**config.mk**
```make
export PLATFORM = sky130hd
export DESIGN_NAME = conv_top
export DESIGN_NICKNAME = d
export VERILOG_FILES = /design/src/rtl/conv_pkg.sv /design/src/rtl/conv_csr.sv /design/src/rtl/conv_output_stage.sv /design/src/rtl/conv_top.sv /design/src/rtl/conv_unit.sv /design/src/rtl/mac_accumulator.sv /design/src/rtl/mac_multiplier.sv /design/src/rtl/step_buffer.sv
export SDC_FILE = /design/constraint.sdc
export NUM_CORES = 2
export LEC_CHECK = 0
export BUFFER_PORTS_ARGS = -buffer_cell sky130_fd_sc_hd__buf_2
export CORE_ASPECT_RATIO = 0.75
export CORE_UTILIZATION = 66
export DETAILED_ROUTE_END_ITERATION = 6
export PLACE_DENSITY = 0.95
export SYNTH_ARGS = -nofsm -noshare
export SYNTH_HDL_FRONTEND = slang
export SYNTH_HIERARCHICAL = 1
export SYNTH_SLANG_ARGS = --single-unit
```
**constraint.sdc**
```tcl
create_clock -name aclk -period 7.83 [get_ports aclk]
set_input_delay 0.3915 -clock aclk [delete_from_list [all_inputs] [get_ports aclk]]
set_output_delay 0.3915 -clock aclk [all_outputs]
set_load 0.02 [all_outputs]
```
**src/rtl/conv_pkg.sv**
```systemverilog
// Row convolution definitions
package conv_pkg;

    localparam int KW        = 3;   // Kernel taps, one datapath per tap
    localparam int DATA_W    = 8;   // Signed pixel and weight
    localparam int ACC_W     = 24;  // Signed product and block sum
    localparam int OUT_W     = 16;  // Signed result after shift
    localparam int SHIFT_W   = 5;   // Output right shift amount
    localparam int MUL_DELAY = 3;
    localparam int ACC_DELAY = 3;   // Needs at least 2 for the hand-off skew
    localparam int USER_W    = 2;

    // User field bits
    localparam int USER_IS_1X1  = 0;
    localparam int USER_IS_RELU = 1;

    // Wishbone word addresses
    localparam logic [1:0] CSR_CTRL  = 2'd0;  // Bit 0 enables ReLU
    localparam logic [1:0] CSR_SHIFT = 2'd1;
    localparam logic [1:0] CSR_COUNT = 2'd2;  // Read only

    // Saturation bounds held at sum width
    localparam logic signed [ACC_W-1:0] OUT_MAX = ACC_W'((1 << (OUT_W - 1)) - 1);
    localparam logic signed [ACC_W-1:0] OUT_MIN = ACC_W'(-(1 << (OUT_W - 1)));

    typedef struct packed {
        logic                     valid;
        logic signed [DATA_W-1:0] pixel;
        logic                     last;   // Closes a block
        logic [USER_W-1:0]        user;
    } pix_beat_t;

    typedef struct packed {
        logic                     valid;
        logic signed [DATA_W-1:0] weight;
    } wgt_beat_t;

    typedef struct packed {
        logic                    valid;
        logic signed [ACC_W-1:0] sum;
        logic                    last;
        logic [USER_W-1:0]       user;
    } lane_t;

    typedef struct packed {
        logic                    valid;
        logic signed [OUT_W-1:0] value;
    } out_lane_t;

    typedef struct packed {
        logic        cyc;
        logic        stb;
        logic        we;
        logic [1:0]  adr;  // Word address
        logic [31:0] dat;
    } wb_req_t;

    typedef struct packed {
        logic        ack;
        logic [31:0] dat;
    } wb_rsp_t;

endpackage

```
**src/rtl/conv_csr.sv**
```systemverilog
// Wishbone control registers
module conv_csr
    import conv_pkg::*;
(
    input  logic               aclk,
    input  logic               rst,
    input  wb_req_t            wb_req,
    output wb_rsp_t            wb_rsp,
    input  logic               out_fire,   // Any output lane taken this cycle
    output logic               relu_en,
    output logic [SHIFT_W-1:0] out_shift
);

    logic        access;    // New request, not the ack cycle
    logic        ctrl_wr;
    logic        shift_wr;
    logic        ack_q;
    logic [31:0] count_q;   // Output transfers seen
    logic [31:0] rd_data;
    logic [31:0] rd_q;

    assign access   = wb_req.cyc & wb_req.stb & ~ack_q;
    assign ctrl_wr  = access & wb_req.we & (wb_req.adr == CSR_CTRL);
    assign shift_wr = access & wb_req.we & (wb_req.adr == CSR_SHIFT);

    always_comb begin
        case (wb_req.adr)
            CSR_CTRL:  rd_data = {31'b0, relu_en};
            CSR_SHIFT: rd_data = {{(32 - SHIFT_W){1'b0}}, out_shift};
            CSR_COUNT: rd_data = count_q;
            default:   rd_data = 32'b0;  // Unmapped word reads zero
        endcase
    end

    always_ff @(posedge aclk) begin
        if (rst) begin
            ack_q     <= 1'b0;
            relu_en   <= 1'b0;
            out_shift <= '0;
            count_q   <= 32'b0;
        end else begin
            ack_q <= access;  // One cycle pulse per access
            if (ctrl_wr) begin
                relu_en <= wb_req.dat[0];
            end
            if (shift_wr) begin
                out_shift <= wb_req.dat[SHIFT_W-1:0];
            end
            if (ctrl_wr) begin
                count_q <= 32'b0;  // CTRL write restarts the count
            end else if (out_fire) begin
                count_q <= count_q + 32'd1;
            end
        end
    end

    // Read word lands with the ack
    always_ff @(posedge aclk) begin
        if (access) begin
            rd_q <= rd_data;
        end
    end

    assign wb_rsp = '{ack: ack_q, dat: rd_q};

endmodule

```
**src/rtl/conv_output_stage.sv**
```systemverilog
// Output ReLU, shift and saturation
module conv_output_stage
    import conv_pkg::*;
(
    input  logic               aclk,
    input  logic               aclken,
    input  logic               rst,
    input  logic               relu_en,
    input  logic [SHIFT_W-1:0] out_shift,
    input  lane_t     [KW-1:0] s_lanes,
    output out_lane_t [KW-1:0] m_lanes
);

    for (genvar k = 0; k < KW; k++) begin : g_lane
        logic signed [ACC_W-1:0] rect;
        logic signed [ACC_W-1:0] shifted;
        logic signed [ACC_W-1:0] clipped;
        logic                    relu_on;
        out_lane_t               lane_q;

        // ReLU needs both the register bit and the beat's request
        assign relu_on = relu_en & s_lanes[k].user[USER_IS_RELU];
        assign rect    = (relu_on && s_lanes[k].sum[ACC_W-1]) ? '0 : s_lanes[k].sum;
        assign shifted = rect >>> out_shift;  // Arithmetic, keeps sign

        assign clipped = (shifted > OUT_MAX) ? OUT_MAX :
                         (shifted < OUT_MIN) ? OUT_MIN : shifted;

        always_ff @(posedge aclk) begin
            if (rst) begin
                lane_q.valid <= 1'b0;
            end else if (aclken) begin
                lane_q.valid <= s_lanes[k].valid & s_lanes[k].last;  // Block sums only
                lane_q.value <= OUT_W'(clipped);
            end
        end

        assign m_lanes[k] = lane_q;
    end

endmodule

```
**src/rtl/conv_top.sv**
```systemverilog
// Row convolution top
module conv_top
    import conv_pkg::*;
(
    input  logic               aclk,
    input  logic               rst,
    input  pix_beat_t          s_beat,
    input  wgt_beat_t [KW-1:0] s_weights,
    output logic               s_ready,
    output out_lane_t [KW-1:0] m_lanes,
    input  logic               m_ready,    // Stalls the whole pipeline when low
    input  wb_req_t            wb_req,
    output wb_rsp_t            wb_rsp
);

    lane_t [KW-1:0]     unit_lanes;
    logic               relu_en;
    logic [SHIFT_W-1:0] out_shift;
    logic [KW-1:0]      lane_valid;
    logic               out_fire;

    for (genvar k = 0; k < KW; k++) begin : g_valid
        assign lane_valid[k] = m_lanes[k].valid;
    end

    assign out_fire = m_ready & (|lane_valid);  // One count per transfer cycle

    conv_unit u_unit (
        .aclk      (aclk),
        .aclken    (m_ready),
        .rst       (rst),
        .s_beat    (s_beat),
        .s_weights (s_weights),
        .s_ready   (s_ready),
        .m_lanes   (unit_lanes)
    );

    conv_output_stage u_out (
        .aclk      (aclk),
        .aclken    (m_ready),
        .rst       (rst),
        .relu_en   (relu_en),
        .out_shift (out_shift),
        .s_lanes   (unit_lanes),
        .m_lanes   (m_lanes)
    );

    conv_csr u_csr (
        .aclk      (aclk),
        .rst       (rst),
        .wb_req    (wb_req),
        .wb_rsp    (wb_rsp),
        .out_fire  (out_fire),
        .relu_en   (relu_en),
        .out_shift (out_shift)
    );

endmodule

```
**src/rtl/conv_unit.sv**
```systemverilog
// Row convolution unit
module conv_unit
    import conv_pkg::*;
(
    input  logic               aclk,
    input  logic               aclken,     // Global stall
    input  logic               rst,
    input  pix_beat_t          s_beat,
    input  wgt_beat_t [KW-1:0] s_weights,
    output logic               s_ready,
    output lane_t     [KW-1:0] m_lanes
);

    logic [KW-1:1]      sel;         // Lane k takes the upstream block sum
    logic [KW-1:1]      sel_in;
    logic [KW-1:1]      sel_upd;
    logic               sel_none;
    logic               clken_mul;
    logic [KW-1:0]      clken_acc;
    logic               mode_1x1_q;  // Mode of the last beat taken

    pix_beat_t [KW-1:0] buf_pix;
    wgt_beat_t [KW-1:0] buf_wgt;
    lane_t     [KW-1:0] mul_out;
    lane_t     [KW-1:0] acc_in;
    lane_t     [KW-1:0] acc_out;

    assign sel_none     = ~|sel;
    assign clken_mul    = aclken & sel_none;  // Multipliers freeze on any hand-off
    assign clken_acc[0] = clken_mul;
    assign s_ready      = clken_mul;

    always_ff @(posedge aclk) begin
        if (rst) begin
            mode_1x1_q <= 1'b0;
        end else if (s_beat.valid && s_ready) begin
            mode_1x1_q <= s_beat.user[USER_IS_1X1];
        end
    end

    // Same pixel goes to every lane, skewed per lane
    step_buffer #(.beat_t(pix_beat_t), .STEPS(KW)) u_pix_buf (
        .aclk   (aclk),
        .aclken (clken_mul),
        .rst    (rst),
        .is_1x1 (mode_1x1_q),
        .s_beat ({KW{s_beat}}),
        .m_beat (buf_pix)
    );

    step_buffer #(.beat_t(wgt_beat_t), .STEPS(KW)) u_wgt_buf (
        .aclk   (aclk),
        .aclken (clken_mul),
        .rst    (rst),
        .is_1x1 (mode_1x1_q),
        .s_beat (s_weights),
        .m_beat (buf_wgt)
    );

    for (genvar k = 0; k < KW; k++) begin : g_mac
        mac_multiplier u_mul (
            .aclk   (aclk),
            .aclken (clken_mul),
            .rst    (rst),
            .s_pix  (buf_pix[k]),
            .s_wgt  (buf_wgt[k]),
            .m_prod (mul_out[k])
        );

        mac_accumulator u_acc (
            .aclk   (aclk),
            .aclken (clken_acc[k]),
            .rst    (rst),
            .s_term (acc_in[k]),
            .m_sum  (acc_out[k])
        );

        // A result counts once, in the cycle its accumulator moves on
        assign m_lanes[k] = '{valid: acc_out[k].valid & clken_acc[k],
                              sum:   acc_out[k].sum,
                              last:  acc_out[k].last,
                              user:  acc_out[k].user};
    end

    assign acc_in[0] = mul_out[0];  // Lane 0 has nothing upstream

    for (genvar k = 1; k < KW; k++) begin : g_snake
        lane_t snake_term;

        // Only lane k runs while its own hand-off is pending
        assign clken_acc[k] = aclken & (sel_none | sel[k]);

        // Upstream final sum with last held back, opening the next block
        assign snake_term = '{valid: acc_out[k-1].valid & acc_out[k-1].last,
                              sum:   acc_out[k-1].sum,
                              last:  1'b0,
                              user:  acc_out[k-1].user};

        assign acc_in[k]  = sel[k] ? snake_term : mul_out[k];
        assign sel_in[k]  = mul_out[k].valid & mul_out[k].last &
                            ~mul_out[k].user[USER_IS_1X1];  // Never set in 1x1
        assign sel_upd[k] = acc_in[k].valid & clken_acc[k];
    end

    always_ff @(posedge aclk) begin
        if (rst) begin
            sel <= '0;
        end else begin
            for (int k = 1; k < KW; k++) begin
                if (sel_upd[k]) begin
                    sel[k] <= sel_in[k];  // Clears once the upstream sum is taken
                end
            end
        end
    end

endmodule

```
**src/rtl/mac_accumulator.sv**
```systemverilog
// Pipelined block accumulator
module mac_accumulator
    import conv_pkg::*;
(
    input  logic  aclk,
    input  logic  aclken,
    input  logic  rst,
    input  lane_t s_term,
    output lane_t m_sum
);

    logic signed [ACC_W-1:0] run_sum;   // Sum of the open block
    logic signed [ACC_W-1:0] next_sum;
    logic                    fresh;     // Next valid term opens a block
    lane_t                   stage_in;
    lane_t [ACC_DELAY-1:0]   pipe;      // Several blocks may be in flight

    assign next_sum = fresh ? s_term.sum : run_sum + s_term.sum;

    always_comb begin
        stage_in.valid = s_term.valid;
        stage_in.sum   = next_sum;     // Partial sums leave too, last marks the final
        stage_in.last  = s_term.last;
        stage_in.user  = s_term.user;
    end

    always_ff @(posedge aclk) begin
        if (rst) begin
            fresh <= 1'b1;
            for (int i = 0; i < ACC_DELAY; i++) begin
                pipe[i].valid <= 1'b0;
            end
        end else if (aclken) begin
            if (s_term.valid) begin
                run_sum <= next_sum;
                fresh   <= s_term.last;  // Restart on the beat after last
            end
            pipe[0] <= stage_in;
            for (int i = 1; i < ACC_DELAY; i++) begin
                pipe[i] <= pipe[i-1];
            end
        end
    end

    assign m_sum = pipe[ACC_DELAY-1];

endmodule

```
**src/rtl/mac_multiplier.sv**
```systemverilog
// Pipelined signed multiplier
module mac_multiplier
    import conv_pkg::*;
(
    input  logic      aclk,
    input  logic      aclken,
    input  logic      rst,
    input  pix_beat_t s_pix,
    input  wgt_beat_t s_wgt,
    output lane_t     m_prod
);

    logic signed [2*DATA_W-1:0] product;  // Full width, no overflow
    lane_t                      stage_in;
    lane_t [MUL_DELAY-1:0]      pipe;

    assign product = $signed(s_pix.pixel) * $signed(s_wgt.weight);

    always_comb begin
        stage_in.valid = s_pix.valid & s_wgt.valid;
        stage_in.sum   = ACC_W'(product);  // Sign extends
        stage_in.last  = s_pix.last;       // Side band rides with the product
        stage_in.user  = s_pix.user;
    end

    always_ff @(posedge aclk) begin
        if (rst) begin
            for (int i = 0; i < MUL_DELAY; i++) begin
                pipe[i].valid <= 1'b0;
            end
        end else if (aclken) begin
            pipe[0] <= stage_in;
            for (int i = 1; i < MUL_DELAY; i++) begin
                pipe[i] <= pipe[i-1];
            end
        end
    end

    assign m_prod = pipe[MUL_DELAY-1];

endmodule

```
**src/rtl/step_buffer.sv**
```systemverilog
// Staircase delay buffer
module step_buffer
    import conv_pkg::*;
#(
    parameter type beat_t = pix_beat_t,
    parameter int  STEPS  = KW
)(
    input  logic              aclk,
    input  logic              aclken,
    input  logic              rst,
    input  logic              is_1x1,   // All lanes take the short path
    input  beat_t [STEPS-1:0] s_beat,
    output beat_t [STEPS-1:0] m_beat
);

    // Lane 1 trails lane 0 by ACC_DELAY-1 cycles
    // Each later lane trails by ACC_DELAY-2 more, as its upstream
    // accumulator also steps during its own hand-off cycle
    for (genvar k = 0; k < STEPS; k++) begin : g_lane
        localparam int DEPTH = (k == 0) ? 1 :
                               (ACC_DELAY - 1) + (k - 1) * (ACC_DELAY - 2) + 1;

        beat_t [DEPTH-1:0] taps;  // taps[0] is the newest beat

        always_ff @(posedge aclk) begin
            if (rst) begin
                taps <= '0;  // Clears the valid bits
            end else if (aclken) begin
                taps[0] <= s_beat[k];
                for (int i = 1; i < DEPTH; i++) begin
                    taps[i] <= taps[i-1];
                end
            end
        end

        // Bypass keeps every lane at one register in 1x1 mode
        assign m_beat[k] = is_1x1 ? taps[0] : taps[DEPTH-1];
    end

endmodule

```
Word level (Yosys, flattened, before mapping)
Index checks and enable logic that the tools add are counted.

word-level totals
  register bits after elaboration = 752
  input bits = 79
  output and inout bits = 85
  logic and storage cells = 212

cells by class
  add/sub/neg operators = 4
  $mul = 3
  order comparisons = 6
  equal/unequal tests = 2
  shift operators = 3
  multiplexer cells = 16
  bitwise operators = 35
  reductions and logical operators = 19

operators by type and width
  cell                                                                            number
  24-bit two-way mux                                                              6
  32-bit case mux with 3 select lines                                             1
  24-bit by 16-bit > comparator with 1-bit output, second input constant          3
  24-bit by 16-bit less-than comparator with 1-bit output, second input constant  3
  24-bit by 5-bit >>> shifter with 24-bit output                                  3
  28-bit two-way mux                                                              2
  24-bit adder                                                                    2
  8-bit by 8-bit multiplier with 16-bit output                                    3
  16-bit two-way mux                                                              3
  32-bit by 1-bit adder with 32-bit output, second input constant                 1
  1-bit AND                                                                       29
  24-bit by 16-bit adder with 24-bit output                                       1
  12-bit two-way mux                                                              2
  9-bit two-way mux                                                               2
  2-bit AND reduction                                                             7
  3-bit AND reduction                                                             3
  1-bit logical AND                                                               4
  1-bit inverter                                                                  4
  2-bit OR reduction                                                              2
  3-bit OR reduction                                                              1
  2-bit by 1-bit == test with 1-bit output, second input constant                 1
  2-bit == test, second input constant                                            1
  2-bit zero test                                                                 1
  1-bit bitwise OR                                                                2
  1-bit zero test                                                                 1

Depth between registers and ports, before layout
  depth in word-level cells = 6
  gate-level depth with buffers = 20

Cells and area by module
Netlist, hierarchy kept.

by module, submodules not included
  module                                   times used  cells an instance  area an instance (um2)  sequential area each (um2)
  mac_accumulator                          3           369                4969.8                  3233.1
  conv_output_stage                        1           700                5868.1                  1501.4
  mac_multiplier at u_unit.g_mac[2].u_mul  1           383                4570.6                  1771.7
  mac_multiplier at u_unit.g_mac[0].u_mul  1           385                4559.4                  1771.7
  mac_multiplier at u_unit.g_mac[1].u_mul  1           380                4543.1                  1771.7
  step_buffer at u_unit.u_pix_buf          1           337                3714.8                  1921.8
  conv_csr                                 1           280                3011.6                  1741.7
  step_buffer at u_unit.u_wgt_buf          1           252                2805.2                  1441.4
  conv_unit                                1           90                 849.6                   60.1
  conv_top                                 1           1                  8.8                     0.0

Worst setup path before layout
Ideal clock, no wire load.

  path type = input to register
  from = input port m_ready
  to = register u_unit.g_mac[0].u_acc.pipe (netlist bit u_unit/g_mac[0].u_acc/m_sum[0]) (enable)
  library setup time = 532 ps
  arrival = 4808 ps
  setup slack = 2490 ps
  stages on the path = 2
  path buffers = 0
  path through = and3_1 > nor2b_1

between the ends
  word-level cells in the longest chain between the ends = 2

RTL lines
  what                            RTL line               text
  start: declaration              conv_top.sv:11         input logic m_ready,
  1-bit AND                       conv_unit.sv:29        assign clken_mul = aclken & sel_none;
  2-bit AND reduction (no line)   --
  end signal: indexed assignment  mac_accumulator.sv:40  pipe[i] <= pipe[i-1];
  end: declaration                mac_accumulator.sv:16  lane_t [ACC_DELAY-1:0] pipe;

Every way passes these cells.
A chain may end at the register's enable or synchronous reset.

==> results.json <==
{
  "status": "finished, violations left",
  "violations": "design-rule violations",
  "hpwl_um": 67800,
  "arrival_ns": 6.30,
  "dr.first_iter.drc_count": 3756,
  "firstDrtPassIters": 7,
  "start_kind": "flip-flop",
  "cts_resized": 0,
  "worst_slew_pin_slew_ns": 1.23,
  "postCtsHoldBufs": 23,
  "final.setup.worst_slack_ns": 1.93,
  "min_period_ns": 5.90,
  "coreArea_um2": 65900,
  "grt_pass1_wl_um": 162000,
  "crit_fanout": 31,
  "fin_crit_sh_pct": 75.4,
  "gp_congestion": 0.963,
  "die-area_um2": 68300,
  "insertion_delay_ns": 0.66,
  "clockRootBuffer": "clkbuf_16",
  "ir_drop_uv": 239,
  "drv_cap": 0,
  "max_freq_mhz": 169,
  "syn_to_final_growth_pct": 6.25,
  "syn-num-nets": 4298,
  "mappedNetlistArea_um2": 44400,
  "syn-mean-instance-area_um2": 11.4,
  "rr_startpoint": "u_unit/mode_1x1_q",
  "cts_tree": "yes",
  "track_usage_pct": 30.3,
  "placed_area_um2": 44300,
  "drive_gt1_share_pct": 12.7,
  "wirelength_um": 104000,
  "initial_core_util_pct": 67.4,
  "layout.nets": 4237,
  "grt_max_degree": 87,
  "io_pins": 164,
  "p_leak_nw": 18.7,
  "critical_path_class": "reg -> reg",
  "dr_total_vias": 30166,
  "setup_viol": 0,
  "wl_per_cell_um": 21.7,
  "cts_buffers": 76,
  "yosys_warnings": 6,
  "placementRows": 81,
  "p_total_mw": 9.27,
  "post-route-util_pct": 71.6,
  "post-place-ws_ns": 2.18,
  "final_cell_area_um2": 47200,
  "rsz0062_at_grt": "no",
  "pwr_density_cell_nw_per_um2": 197,
  "port_buffers": 136,
  "setup.worst_path.start": "u_unit/mode_1x1_q",
  "clkSlewWorstSetupHoldPaths_ns": 0.07,
  "via_per_inst": 6.33,
  "finalClockSkew_ns": 0.0410,
  "grt_remaining_overflow": 0,
  "die_y_um": 227,
  "hold_violations": 0,
  "final_max_slew_viol_count": 0,
  "required_ns": 8.22,
  "grt_pass1_vias": 29613,
  "drc": 68,
  "clock_path_buffers": 3,
  "hold_start": "wb_req[2]",
  "tns_ns": 0,
  "die_x_um": 301,
  "ant_nets": 0,
  "h-tree-depth": 3,
  "min_path_type": "in -> reg",
  "antenna_found_initial": 1,
  "fill_cells": 4038,
  "slew_headroom_pct": 18.2,
  "synthCells": 3894,
  "crit_path_end_kind": "flip-flop",
  "cts_setup_buffers": 0,
  "clock_sink_count": 787
}
## sequential cells by signal (all words and copies together) (netlist names)
signal,count
u_csr/rd_q,32
u_unit/mode_1x1_q,1
u_out/m_lanes,51
u_unit/g_mac.u_acc/pipe,162
u_csr/ack_q,1
u_csr/out_shift,5
u_unit/u_wgt_buf/m_beat,9
u_unit/g_mac.u_mul/m_prod,59
u_unit/g_mac.u_acc/fresh,3
u_unit/u_pix_buf/g_lane.taps,84
u_unit/g_mac.u_acc/m_sum,81
u_unit/u_wgt_buf/g_lane.taps,63
u_unit/sel,2
u_csr/relu_en,1
u_csr/count_q,32
u_unit/g_mac.u_mul/pipe,118
u_unit/g_mac.u_acc/run_sum,72
u_unit/u_pix_buf/m_beat,11
## routing by layer
metal	track usage (%)	up-vias	wire length (um)
li1	-	13482	-
met5	0	-	10
met1	40.0	14555	41200
met3	5.91	370	9540
met2	49.0	1757	48400
met4	13.0	2	4500
## worst max-delay path, cell delays in order (launching register included)
cell      delay (ns)
dfxtp_2         0.83
buf_4           0.42
mux2_2          0.46
and2_1          0.20
fa_1            0.49
inv_1           0.06
fa_1            0.54
inv_1           0.08
fa_1            0.56
inv_1           0.08
fa_1            0.48
inv_1           0.04
ha_1            0.36
o21a_1          0.21
o31ai_4         0.12
a211oi_2        0.29
nor4_1          0.09
a311o_1         0.33
## area by class of cell
type | instances | area [um^2] | share of cell area [%]
Clock inverter | 48 | 599 | 1.27
Timing Repair Buffer | 188 | 1140 | 2.41
Antenna cell | 1 | 2.50 | 0.00531
Multi-Input combinational cell | 2494 | 19900 | 42.2
Clock buffer | 94 | 2040 | 4.33
Sequential cell | 787 | 21300 | 45.2
Tap cell | 871 | 1090 | 2.31
Inverter | 286 | 1070 | 2.28
## worst paths after layout
kind | end | cells after the start | slack (ns)
setup reg to reg | u_unit/g_mac[2].u_mul/pipe[17] | 17 | 1.93
setup / recovery | u_unit/g_mac[2].u_mul/pipe[17] | 17 | 1.93
hold / removal | u_csr/out_shift[2] | 3 | 0.02
hold reg to reg | u_unit/g_mac[0].u_mul/pipe[44] | 0 | 0.40
## through the flow
step,instances,hold slack [ns]
6_report,4769,0.0233
2_1_floorplan,3894,0.400
3_3_place_gp,4603,0.400
3_5_place_dp,4603,0.405
4_1_cts,4768,0.00169
5_1_grt,4768,0.0263
## power by group
part,internal [mW],switching [mW]
Combinational,0.263,0.449
Clock,2.20,1.68
Sequential,4.60,0.0902
## cell usage in the layout (no fill, tap or decap), types with 12 or more instances in the layout
cell type / n
a211oi_1: 20
a21o_1: 28
a21oi_1: 158
a31oi_1: 29
and2_1: 173
and3_1: 20
buf_2: 135
buf_4: 29
clkbuf_1: 12
clkbuf_16: 77
clkinv_1: 15
dfxtp_1: 228
dlygate4sd3_1: 23
edfxtp_1: 554
fa_1: 168
ha_1: 157
inv_1: 282
mux2_2: 117
mux2i_1: 239
mux4_2: 26
nand2_1: 242
nand2b_1: 29
nand3_1: 64
nand4_1: 32
nor2_1: 333
nor2b_1: 31
nor3_1: 72
o211ai_1: 14
o21a_1: 28
o21ai_0: 82
o21ai_1: 63
o21bai_1: 14
o31ai_1: 32
or4_1: 12
xnor2_1: 61
xor2_1: 40
(Power assumes the default switching activity.)
